### src/hw/rv_core_defs.svh
`ifndef RV_CORE_DEFS_SVH
`define RV_CORE_DEFS_SVH

// datapath widths
`define RV_XLEN      32
`define RV_ILEN      32
`define RV_NREGS     32
`define RV_RESET_PC  32'h0000_0000

// major opcodes, instr[6:0]
`define RV_OPC_OP      7'b0110011
`define RV_OPC_OP_IMM  7'b0010011
`define RV_OPC_LUI     7'b0110111
`define RV_OPC_BRANCH  7'b1100011
`define RV_OPC_JAL     7'b1101111

// funct3 values
`define RV_F3_ADD_SUB  3'b000
`define RV_F3_SLL      3'b001
`define RV_F3_SLT      3'b010
`define RV_F3_SLTU     3'b011
`define RV_F3_XOR      3'b100
`define RV_F3_SRL_SRA  3'b101
`define RV_F3_OR       3'b110
`define RV_F3_AND      3'b111
`define RV_F3_BEQ      3'b000
`define RV_F3_BNE      3'b001

`endif

### src/hw/rv_core_pkg.sv
`default_nettype none

`include "rv_core_defs.svh"

package rv_core_pkg;

  typedef logic [`RV_XLEN-1:0]            xlen_t;
  typedef logic [`RV_ILEN-1:0]            instr_t;
  typedef logic [$clog2(`RV_NREGS)-1:0]   reg_idx_t;

  // alu operations, lui just passes the immediate
  typedef enum logic [3:0] {
    ALU_ADD,
    ALU_SUB,
    ALU_AND,
    ALU_OR,
    ALU_XOR,
    ALU_SLT,
    ALU_SLTU,
    ALU_SLL,
    ALU_SRL,
    ALU_SRA,
    ALU_PASS_IMM
  } alu_op_e;

  // fetch control
  typedef enum logic {
    FETCH_RUN,      // normal fetching
    FETCH_DISCARD   // waiting to drop a stale word
  } fetch_state_e;

endpackage

`default_nettype wire

### src/hw/rv_core_if.sv
`default_nettype none

// decode to execute
interface ex_bus_if;
  import rv_core_pkg::*;

  logic     valid;
  xlen_t    pc;
  reg_idx_t rs1_idx;
  reg_idx_t rs2_idx;
  xlen_t    rs1_val;
  xlen_t    rs2_val;
  xlen_t    imm;
  alu_op_e  alu_op;
  logic     use_imm;   // operand b from imm
  reg_idx_t rd_idx;
  logic     wb_en;
  logic     is_branch;
  logic     branch_ne; // bne when set, else beq
  logic     is_jal;

  modport src (output valid, pc, rs1_idx, rs2_idx, rs1_val, rs2_val, imm, alu_op,
               use_imm, rd_idx, wb_en, is_branch, branch_ne, is_jal);
  modport dst (input valid, pc, rs1_idx, rs2_idx, rs1_val, rs2_val, imm, alu_op,
               use_imm, rd_idx, wb_en, is_branch, branch_ne, is_jal);
endinterface

// execute to writeback
interface wb_bus_if;
  import rv_core_pkg::*;

  logic     valid;
  xlen_t    pc;
  reg_idx_t rd_idx;
  logic     wb_en;
  xlen_t    result;

  modport src (output valid, pc, rd_idx, wb_en, result);
  modport dst (input valid, pc, rd_idx, wb_en, result);
endinterface

`default_nettype wire

### src/hw/decode_stage.sv
`default_nettype none

`include "rv_core_defs.svh"

module decode_stage (
  input  wire logic                clk,
  input  wire logic                arst_n_i,
  input  wire logic                valid_i,
  input  wire rv_core_pkg::xlen_t  pc_i,
  input  wire rv_core_pkg::instr_t instr_i,
  input  wire logic                flush_i,
  wb_bus_if.dst                    wb,
  ex_bus_if.src                    ex,
  output rv_core_pkg::xlen_t       reg_a0_o
);
  import rv_core_pkg::*;

  xlen_t    regs [`RV_NREGS];
  logic     [6:0] opcode;
  logic     [2:0] funct3;
  reg_idx_t rs1_idx;
  reg_idx_t rs2_idx;
  reg_idx_t rd_idx;
  logic     wb_wr;
  xlen_t    rs1_val;
  xlen_t    rs2_val;

  alu_op_e  dec_alu_op;
  xlen_t    dec_imm;
  logic     dec_use_imm;
  logic     dec_wb_en;
  logic     dec_is_branch;
  logic     dec_branch_ne;
  logic     dec_is_jal;

  // shared between OP and OP-IMM, alt selects sub / sra
  function automatic alu_op_e f3_to_alu(input logic [2:0] f3, input logic alt);
    alu_op_e op;
    case (f3)
      `RV_F3_ADD_SUB: op = alt ? ALU_SUB : ALU_ADD;
      `RV_F3_SLL:     op = ALU_SLL;
      `RV_F3_SLT:     op = ALU_SLT;
      `RV_F3_SLTU:    op = ALU_SLTU;
      `RV_F3_XOR:     op = ALU_XOR;
      `RV_F3_SRL_SRA: op = alt ? ALU_SRA : ALU_SRL;
      `RV_F3_OR:      op = ALU_OR;
      default:        op = ALU_AND;
    endcase
    return op;
  endfunction

  assign opcode  = instr_i[6:0];
  assign funct3  = instr_i[14:12];
  assign rd_idx  = instr_i[11:7];
  assign rs1_idx = instr_i[19:15];
  assign rs2_idx = instr_i[24:20];

  always_comb begin
    dec_alu_op    = ALU_ADD;
    dec_imm       = {{20{instr_i[31]}}, instr_i[31:20]};  // I-type
    dec_use_imm   = 1'b0;
    dec_wb_en     = 1'b0;  // unknown opcodes write nothing
    dec_is_branch = 1'b0;
    dec_branch_ne = 1'b0;
    dec_is_jal    = 1'b0;
    case (opcode)
      `RV_OPC_OP: begin
        dec_alu_op = f3_to_alu(funct3, instr_i[30]);
        dec_wb_en  = 1'b1;
      end
      `RV_OPC_OP_IMM: begin
        // bit 30 is only an opcode bit for the right shifts
        dec_alu_op  = f3_to_alu(funct3, (funct3 == `RV_F3_SRL_SRA) && instr_i[30]);
        dec_use_imm = 1'b1;
        dec_wb_en   = 1'b1;
      end
      `RV_OPC_LUI: begin
        dec_alu_op  = ALU_PASS_IMM;
        dec_imm     = {instr_i[31:12], 12'b0};
        dec_use_imm = 1'b1;
        dec_wb_en   = 1'b1;
      end
      `RV_OPC_BRANCH: begin
        dec_imm       = {{19{instr_i[31]}}, instr_i[31], instr_i[7],
                         instr_i[30:25], instr_i[11:8], 1'b0};
        dec_is_branch = (funct3 == `RV_F3_BEQ) || (funct3 == `RV_F3_BNE);
        dec_branch_ne = (funct3 == `RV_F3_BNE);
      end
      `RV_OPC_JAL: begin
        dec_imm    = {{11{instr_i[31]}}, instr_i[31], instr_i[19:12],
                      instr_i[20], instr_i[30:21], 1'b0};
        dec_is_jal = 1'b1;
        dec_wb_en  = 1'b1;  // link is pc + 4
      end
      default: ;
    endcase
  end

  // register file, written from the wb register
  assign wb_wr = wb.valid && wb.wb_en && (wb.rd_idx != '0);

  always_ff @(posedge clk) begin
    if (wb_wr) regs[wb.rd_idx] <= wb.result;
  end

  // write-through so the word written this cycle is seen now
  always_comb begin
    rs1_val = regs[rs1_idx];
    if (wb_wr && (wb.rd_idx == rs1_idx)) rs1_val = wb.result;
    if (rs1_idx == '0) rs1_val = '0;
    rs2_val = regs[rs2_idx];
    if (wb_wr && (wb.rd_idx == rs2_idx)) rs2_val = wb.result;
    if (rs2_idx == '0) rs2_val = '0;
  end

  assign reg_a0_o = regs[10];  // a0 is x10

  // decode to execute register
  always_ff @(posedge clk or negedge arst_n_i) begin
    if (!arst_n_i) begin
      ex.valid <= 1'b0;
    end else begin
      ex.valid <= valid_i && !flush_i;
    end
  end

  always_ff @(posedge clk) begin
    ex.pc        <= pc_i;
    ex.rs1_idx   <= rs1_idx;
    ex.rs2_idx   <= rs2_idx;
    ex.rs1_val   <= rs1_val;
    ex.rs2_val   <= rs2_val;
    ex.imm       <= dec_imm;
    ex.alu_op    <= dec_alu_op;
    ex.use_imm   <= dec_use_imm;
    ex.rd_idx    <= rd_idx;
    ex.wb_en     <= dec_wb_en;
    ex.is_branch <= dec_is_branch;
    ex.branch_ne <= dec_branch_ne;
    ex.is_jal    <= dec_is_jal;
  end

endmodule

`default_nettype wire

### src/hw/execute_stage.sv
`default_nettype none

module execute_stage (
  input  wire logic          clk,
  input  wire logic          arst_n_i,
  ex_bus_if.dst              ex,
  wb_bus_if.src              wb,
  output logic               redirect_o,
  output rv_core_pkg::xlen_t target_o
);
  import rv_core_pkg::*;

  logic  wb_fwd_ok;
  xlen_t op_a;
  xlen_t rs2_fwd;
  xlen_t op_b;
  logic  [4:0] shamt;
  xlen_t alu_res;
  xlen_t link_pc;
  logic  operands_eq;
  logic  br_taken;

  // forwarding from the wb register, x0 never forwarded
  assign wb_fwd_ok = wb.valid && wb.wb_en && (wb.rd_idx != '0);

  assign op_a    = (wb_fwd_ok && (wb.rd_idx == ex.rs1_idx)) ? wb.result : ex.rs1_val;
  assign rs2_fwd = (wb_fwd_ok && (wb.rd_idx == ex.rs2_idx)) ? wb.result : ex.rs2_val;
  assign op_b    = ex.use_imm ? ex.imm : rs2_fwd;
  assign shamt   = op_b[4:0];

  always_comb begin
    case (ex.alu_op)
      ALU_ADD:      alu_res = op_a + op_b;
      ALU_SUB:      alu_res = op_a - op_b;
      ALU_AND:      alu_res = op_a & op_b;
      ALU_OR:       alu_res = op_a | op_b;
      ALU_XOR:      alu_res = op_a ^ op_b;
      ALU_SLT:      alu_res = xlen_t'($signed(op_a) < $signed(op_b));
      ALU_SLTU:     alu_res = xlen_t'(op_a < op_b);
      ALU_SLL:      alu_res = op_a << shamt;
      ALU_SRL:      alu_res = op_a >> shamt;
      ALU_SRA:      alu_res = xlen_t'($signed(op_a) >>> shamt);
      ALU_PASS_IMM: alu_res = ex.imm;  // lui
      default:      alu_res = '0;
    endcase
  end

  assign link_pc = ex.pc + xlen_t'(4);

  // branch compare uses the forwarded rs2, not the immediate
  assign operands_eq = (op_a == rs2_fwd);
  assign br_taken    = ex.is_branch && (ex.branch_ne ? !operands_eq : operands_eq);

  assign redirect_o = ex.valid && (br_taken || ex.is_jal);
  assign target_o   = ex.pc + ex.imm;

  // writeback register
  always_ff @(posedge clk or negedge arst_n_i) begin
    if (!arst_n_i) begin
      wb.valid <= 1'b0;
    end else begin
      wb.valid <= ex.valid;
    end
  end

  always_ff @(posedge clk) begin
    wb.pc     <= ex.pc;
    wb.rd_idx <= ex.rd_idx;
    wb.wb_en  <= ex.wb_en;
    wb.result <= ex.is_jal ? link_pc : alu_res;
  end

endmodule

`default_nettype wire

### src/hw/fetch_unit.sv
`default_nettype none

`include "rv_core_defs.svh"

module fetch_unit (
  input  wire logic               clk,
  input  wire logic               arst_n_i,
  input  wire rv_core_pkg::instr_t instr_i,
  input  wire logic               instr_valid_i,
  input  wire logic               redirect_i,
  input  wire rv_core_pkg::xlen_t target_i,
  input  wire logic               discard_i,
  output logic                    fetch_req_o,
  output rv_core_pkg::xlen_t      fetch_addr_o,
  output logic                    id_valid_o,
  output rv_core_pkg::xlen_t      id_pc_o,
  output rv_core_pkg::instr_t     id_instr_o
);
  import rv_core_pkg::*;

  xlen_t pc_q;
  xlen_t redir_pc_q;  // target parked while a stale word is pending
  logic  accept;

  assign fetch_req_o  = 1'b1;  // no back-pressure, always asking
  assign fetch_addr_o = pc_q;
  assign accept       = fetch_req_o && instr_valid_i;

  always_ff @(posedge clk or negedge arst_n_i) begin
    if (!arst_n_i) begin
      pc_q <= `RV_RESET_PC;
    end else if (redirect_i) begin
      // outstanding request keeps its address until answered
      if (accept) pc_q <= target_i;
    end else if (accept) begin
      if (discard_i) pc_q <= redir_pc_q;  // stale word dropped, go to target
      else           pc_q <= pc_q + xlen_t'(4);
    end
  end

  always_ff @(posedge clk) begin
    if (redirect_i) redir_pc_q <= target_i;
  end

  // fetch to decode register
  always_ff @(posedge clk or negedge arst_n_i) begin
    if (!arst_n_i) begin
      id_valid_o <= 1'b0;
    end else begin
      id_valid_o <= accept && !redirect_i && !discard_i;
    end
  end

  always_ff @(posedge clk) begin
    if (accept) begin
      id_pc_o    <= pc_q;
      id_instr_o <= instr_i;
    end
  end

endmodule

`default_nettype wire

### src/hw/pipeline_ctrl.sv
`default_nettype none

module pipeline_ctrl (
  input  wire logic clk,
  input  wire logic arst_n_i,
  input  wire logic redirect_i,
  input  wire logic fetch_req_i,
  input  wire logic instr_valid_i,
  output logic      flush_id_o,
  output logic      discard_o
);
  import rv_core_pkg::*;

  fetch_state_e state_q;
  fetch_state_e state_d;

  // younger instruction in decode is wrong-path
  assign flush_id_o = redirect_i;

  always_comb begin
    state_d = state_q;
    case (state_q)
      FETCH_RUN: begin
        // request still pending at the redirect, its word must be dropped
        if (redirect_i && fetch_req_i && !instr_valid_i) state_d = FETCH_DISCARD;
      end
      FETCH_DISCARD: begin
        if (fetch_req_i && instr_valid_i) state_d = FETCH_RUN;
      end
      default: state_d = FETCH_RUN;
    endcase
  end

  always_ff @(posedge clk or negedge arst_n_i) begin
    if (!arst_n_i) begin
      state_q <= FETCH_RUN;
    end else begin
      state_q <= state_d;
    end
  end

  assign discard_o = (state_q == FETCH_DISCARD);

endmodule

`default_nettype wire

### src/hw/rv_core_top.sv
`default_nettype none

module rv_core_top (
  input  wire logic                clk,
  input  wire logic                arst_n_i,
  input  wire rv_core_pkg::instr_t instr_i,
  input  wire logic                instr_valid_i,
  output logic                     fetch_req_o,
  output rv_core_pkg::xlen_t       fetch_addr_o,
  output logic                     retire_valid_o,
  output rv_core_pkg::xlen_t       retire_pc_o,
  output rv_core_pkg::reg_idx_t    retire_rd_o,
  output rv_core_pkg::xlen_t       retire_data_o,
  output rv_core_pkg::xlen_t       reg_a0_o
);
  import rv_core_pkg::*;

  logic   id_valid;
  xlen_t  id_pc;
  instr_t id_instr;
  logic   redirect;
  xlen_t  target;
  logic   flush_id;
  logic   discard;

  ex_bus_if u_ex_bus ();
  wb_bus_if u_wb_bus ();

  fetch_unit u_fetch (
    .clk           (clk),
    .arst_n_i      (arst_n_i),
    .instr_i       (instr_i),
    .instr_valid_i (instr_valid_i),
    .redirect_i    (redirect),
    .target_i      (target),
    .discard_i     (discard),
    .fetch_req_o   (fetch_req_o),
    .fetch_addr_o  (fetch_addr_o),
    .id_valid_o    (id_valid),
    .id_pc_o       (id_pc),
    .id_instr_o    (id_instr)
  );

  decode_stage u_decode (
    .clk      (clk),
    .arst_n_i (arst_n_i),
    .valid_i  (id_valid),
    .pc_i     (id_pc),
    .instr_i  (id_instr),
    .flush_i  (flush_id),
    .wb       (u_wb_bus.dst),
    .ex       (u_ex_bus.src),
    .reg_a0_o (reg_a0_o)
  );

  execute_stage u_execute (
    .clk        (clk),
    .arst_n_i   (arst_n_i),
    .ex         (u_ex_bus.dst),
    .wb         (u_wb_bus.src),
    .redirect_o (redirect),
    .target_o   (target)
  );

  pipeline_ctrl u_ctrl (
    .clk           (clk),
    .arst_n_i      (arst_n_i),
    .redirect_i    (redirect),
    .fetch_req_i   (fetch_req_o),
    .instr_valid_i (instr_valid_i),
    .flush_id_o    (flush_id),
    .discard_o     (discard)
  );

  // retire port mirrors the wb register
  assign retire_valid_o = u_wb_bus.valid;
  assign retire_pc_o    = u_wb_bus.pc;
  assign retire_rd_o    = u_wb_bus.wb_en ? u_wb_bus.rd_idx : '0;  // zero for branches
  assign retire_data_o  = u_wb_bus.wb_en ? u_wb_bus.result : '0;

endmodule

`default_nettype wire

### config.mk
export PLATFORM = sky130hd
export DESIGN_NAME = rv_core_top
export DESIGN_NICKNAME = d
export VERILOG_FILES = /design/src/hw/rv_core_pkg.sv /design/src/hw/rv_core_if.sv /design/src/hw/decode_stage.sv /design/src/hw/execute_stage.sv /design/src/hw/fetch_unit.sv /design/src/hw/pipeline_ctrl.sv /design/src/hw/rv_core_top.sv
export VERILOG_INCLUDE_DIRS = /design/src /design/src/hw
export SDC_FILE = /design/constraint.sdc
export NUM_CORES = 2
export LEC_CHECK = 0
export BUFFER_PORTS_ARGS = -buffer_cell sky130_fd_sc_hd__buf_2
export CAP_MARGIN = 20
export CORE_MARGIN = 5
export CORE_UTILIZATION = 55
export CTS_CLUSTER_DIAMETER = 150
export DETAILED_ROUTE_END_ITERATION = 12
export PLACE_DENSITY = 0.71
export RECOVER_POWER = 25
export SYNTH_ARGS = -nofsm -noshare
export SYNTH_HDL_FRONTEND = slang
export SYNTH_HIERARCHICAL = 1
export SYNTH_SLANG_ARGS = --single-unit
### constraint.sdc
create_clock -name clk -period 6.55 [get_ports clk]
set_input_delay 0.655 -clock clk [delete_from_list [all_inputs] [get_ports clk]]
set_output_delay 0.655 -clock clk [all_outputs]
set_load 0.02 [all_outputs]
==> results.sh <==
export IMPL_insertion_delay_ns=0.82
export IMPL_grt_max_degree=119
export IMPL_end_kind="flop"
export IMPL_max_cap_viol_count=18
export IMPL_worstHoldStart="instr_i[16]"
export IMPL_avgSynthCellArea_um2=13.6
export IMPL_p_per_area_nw_per_um2=343
export IMPL_r2r_slack_ns=0.37
export IMPL_layout_nets=5692
export IMPL_reg2reg_depth=17
export IMPL_cts_tree="built"
export IMPL_critPathTopFamily="compound AO/OA/AOI/OAI gates"
export IMPL_worstPathArrival_ns=6.84
export IMPL_die_h_um=374
export IMPL_dp_hpwl_um=196000
export IMPL_synth_xor_area_share=0.0152
export IMPL_cts_max_path_buffers=3
export IMPL_fin_skew_ns=0.0504
export IMPL_final_setup_tns_ns=0
export IMPL_async_flop_share=0.0261
export IMPL_synth_area_um2=73100
export IMPL_min_to="u_fetch/id_instr_o[16]"
export IMPL_hold_violations=0
export IMPL_cts_resized=0
export IMPL_grt_overflow=0
export IMPL_rows=133
export IMPL_worstPathMaxFanout=20
export IMPL_synthMuxAreaShare=0.191
export IMPL_cts_sinks=1378
export IMPL_start_util=0.554
export IMPL_area_growth_pct=10.8
export IMPL_yosys_area_share_simple=0.0720
export IMPL_cts_root_buf="clkbuf_16"
export IMPL_fin_crit_ns=6.18
export IMPL_synth_compound_area_share=0.128
export IMPL_routed_via_density=7.43
export IMPL_hold_ws_ns=0.0254
export IMPL_first_global_vias=52600
export IMPL_period_share=0.943
export IMPL_synth_fa_ha_area_frac=0.0243
export IMPL_max_freq_ghz=0.162
export IMPL_synthesis_instances=5362
export IMPL_grt_pass1_wl_um=400000
export IMPL_die_area_um2=140000
export IMPL_fp_dieW_um=374
export IMPL_r2r_start="u_execute/wb.rd_idx[0]"
export IMPL_critPathBufInv=2
export IMPL_routedWlPerCell_um=38.7
export IMPL_outcome="finished with violations"
export IMPL_hp_class="input pin to flop"
export IMPL_critPathMaxStageDelay_ns=0.93
export IMPL_via_count=55100
export IMPL_drt_pre_antenna_iters=8
export IMPL_cts_setup_buffers=0
export IMPL_gp_congestion=1.08
export IMPL_leakage_uw=0.0282
export IMPL_setup_viol=0
export IMPL_routed_wl_um=287000
export IMPL_ios=170
export IMPL_crit_path_cell_trace="xnor2_1 -> nand4_1 -> nor2_4 -> buf_4 -> mux2_2 -> mux2_2 -> ha_1 -> a2111oi_0 -> a21oi_1 -> o31ai_1 -> a21oi_1 -> a2111oi_1 -> buf_4 -> o21ai_0 -> and4_1 -> nor3_1 -> a32oi_1"
export IMPL_yosys_warnings=6
export IMPL_drive_gt1_frac=0.217
export IMPL_timing_rr_end="u_execute/wb.result[30]"
export IMPL_fillCellCount=10100
export IMPL_crit_slowest_cell="a2111oi_0"
export IMPL_synth_top_family_by_area="multiplexers"
export IMPL_slew_headroom=-0.771
export IMPL_crit_type="flop to flop"
export IMPL_ir_drop_mv=0.266
export IMPL_synth_distinct_cells=120
export IMPL_detailedRoute_firstIterationViolations=8473
export IMPL_antenna_found_initial=18
export IMPL_drc=0
export IMPL_crit_path_start_kind="flop"
export IMPL_grt_total_usage=0.399
export IMPL_cp_data_required_time_ns=7.21
export IMPL_htreeDepth=4
export IMPL_io_buffers=168
export IMPL_cts_buffers=145
export IMPL_core_um2=132000
export IMPL_ys_seq_area_frac=0.534
export IMPL_ctsHoldBuffers=3
export IMPL_rsz0062_at_grt="false"
export IMPL_holdPathStages=1
export IMPL_synth_main_ff_cell="edfxtp_1"
export IMPL_report_final_slew_viol_count=663
export IMPL_synth_seq_cells=1378
export IMPL_violations="capacitance limit, slew limit"
export IMPL_ant_nets=0
export IMPL_tightest_slew_ns=2.66
export IMPL_synth_edff_count=1120
export IMPL_clkSlewWorstSetupHoldPaths_ns=0.08
==> metal layers <==
metal	vias up	global-route usage	wire [µm]
met1	27800	0.544	107000
met4	6	0.230	20700
met2	4427	0.564	120000
met5	-	0.000686	39
met3	955	0.129	39000
li1	21900	-	-
==> cell usage in the layout (no fill, tap or decap), drive strengths merged, types with 28 or more instances in the layout <==
| master | instances |
|---|---|
| edfxtp | 1120 |
| mux4 | 407 |
| mux2i | 350 |
| buf | 348 |
| nor2 | 270 |
| nand2 | 248 |
| dfxtp | 222 |
| clkbuf | 217 |
| o21ai | 215 |
| a21oi | 193 |
| ha | 137 |
| inv | 120 |
| a22oi | 111 |
| a211oi | 111 |
| mux2 | 103 |
| o211ai | 99 |
| xnor2 | 97 |
| nor3 | 96 |
| nand3 | 94 |
| a221oi | 69 |
| nor2b | 63 |
| and2 | 61 |
| clkinv | 60 |
| a221o | 56 |
| a21o | 47 |
| o22ai | 38 |
| o31ai | 38 |
| a22o | 37 |
| dfrtp | 36 |
| nand4 | 35 |
| a31oi | 33 |
| conb | 33 |
| xor2 | 30 |
| or3 | 29 |
| and3 | 28 |
==> where the power goes <==
group / switching [µW] / internal, µW / leakage (µW) / total, µW
logic: 5390 / 2310 / 0.0133 / 7700
clock network: 3670 / 4740 / 0.00237 / 8410
registers: 739 / 10900 / 0.0124 / 11700
total: 9800 / 18000 / 0.0282 / 27800
==> metrics by stage <==
stage          cells  instance area [µm²]  setup slack (ns)  total power [µW]  utilization
2_1_floorplan   5393                73200              1.39             15800            -
3_3_place_gp    7117                76000             0.671             19100        0.577
3_5_place_dp    7118                76000             0.574             19200        0.577
4_1_cts         7388                81000             0.542             27500        0.614
5_1_grt         7392                80900            0.0675             28500        0.614
6_report        7407                80900             0.370             27800        0.614
==> cell usage after synthesis, types with 37 or more instances <==
cell type / n / share of area
o31ai_1: 37 / 0.0038
mux2_2: 100 / 0.015
xnor2_1: 97 / 0.012
o21ai_0: 181 / 0.012
buf_2: 102 / 0.0070
a21o_1: 47 / 0.0048
a211oi_1: 111 / 0.011
a221o_1: 56 / 0.0077
a21oi_1: 193 / 0.013
and2_2: 37 / 0.0038
nand3_1: 93 / 0.0064
ha_1: 137 / 0.023
edfxtp_1: 1120 / 0.46
dfxtp_1: 222 / 0.061
a221oi_1: 53 / 0.0064
nand2_1: 247 / 0.013
mux2i_1: 347 / 0.048
inv_1: 102 / 0.0052
clkbuf_1: 195 / 0.010
o22ai_1: 38 / 0.0033
mux4_2: 391 / 0.12
nor2b_1: 62 / 0.0053
nor3_1: 93 / 0.0064
nor2_1: 266 / 0.014
a22oi_1: 111 / 0.011
o211ai_1: 97 / 0.010
==> kinds of logic (layout without fill, tap and decap cells) <==
family / Yosys count / count (layout)
flip-flops: 1378 / 1378
buffers and inverters: 518 / 762
AO/OA/AOI/OAI: 1292 / 1292
multiplexers: 860 / 860
XOR/XNOR: 127 / 127
other: 2 / 48
adder cells (fa/ha/maj): 140 / 140
AND/OR/NAND/NOR: 1045 / 1045
==> cell type report <==
type | instances | area, µm² | area share
inverters | 118 | 454 | 0.00561
repair buffers | 377 | 2480 | 0.0306
multi-input cells | 3497 | 31900 | 0.394
clock buffers | 192 | 4000 | 0.0494
flip-flops and latches | 1378 | 39000 | 0.482
clock inverters | 75 | 885 | 0.0109
diodes | 15 | 37.5 | 0.000464
well taps | 1755 | 2200 | 0.0271
==> flip-flops by register name, summed over array words and instances (netlist names), 4 cells and up <==
signal,cells
u_decode/ex.rd_idx,5
u_fetch/id_instr_o,32
u_fetch/id_pc_o,32
u_execute/wb.rd_idx,5
u_execute/wb.result,32
u_decode/ex.rs1_val,32
u_fetch/redir_pc_q,32
u_execute/wb.pc,32
u_decode/ex.imm,32
u_decode/ex.rs2_idx,5
u_fetch/fetch_addr_o,32
u_decode/ex.rs2_val,32
u_decode/regs,1024
u_decode/ex.alu_op,4
u_decode/ex.pc,32
u_decode/ex.rs1_idx,5
==> worst register-to-register path: cells and delay by family, from the launching register on <==
kind	cells	cell delay, ns
muxes	2	0.75
DFF	1	0.73
and+or+nand+nor	4	1.22
AOI/OAI and AO/OA	7	2.00
adders and majority gates	1	0.46
xor gates and xnor gates	1	0.21
buffers and inverters	2	0.66
==> how the worst max path moves through the flow <==
stage	cells after the start	startpoint	end	slack, ns
after global routing	17	u_execute/wb.rd_idx[0]	u_execute/wb.result[30]	0.07
final	17	u_execute/wb.rd_idx[0]	u_execute/wb.result[30]	0.37
after detailed placement	19	u_execute/wb.rd_idx[0]	u_execute/wb.result[30]	0.57
after floorplan	20	u_execute/wb.rd_idx[1]	u_execute/wb.result[29]	1.39
after global placement	19	u_execute/wb.rd_idx[0]	u_execute/wb.result[30]	0.67
after CTS	19	u_execute/wb.rd_idx[0]	u_execute/wb.result[30]	0.54
Note: power is estimated with default switching activity, not from simulation.
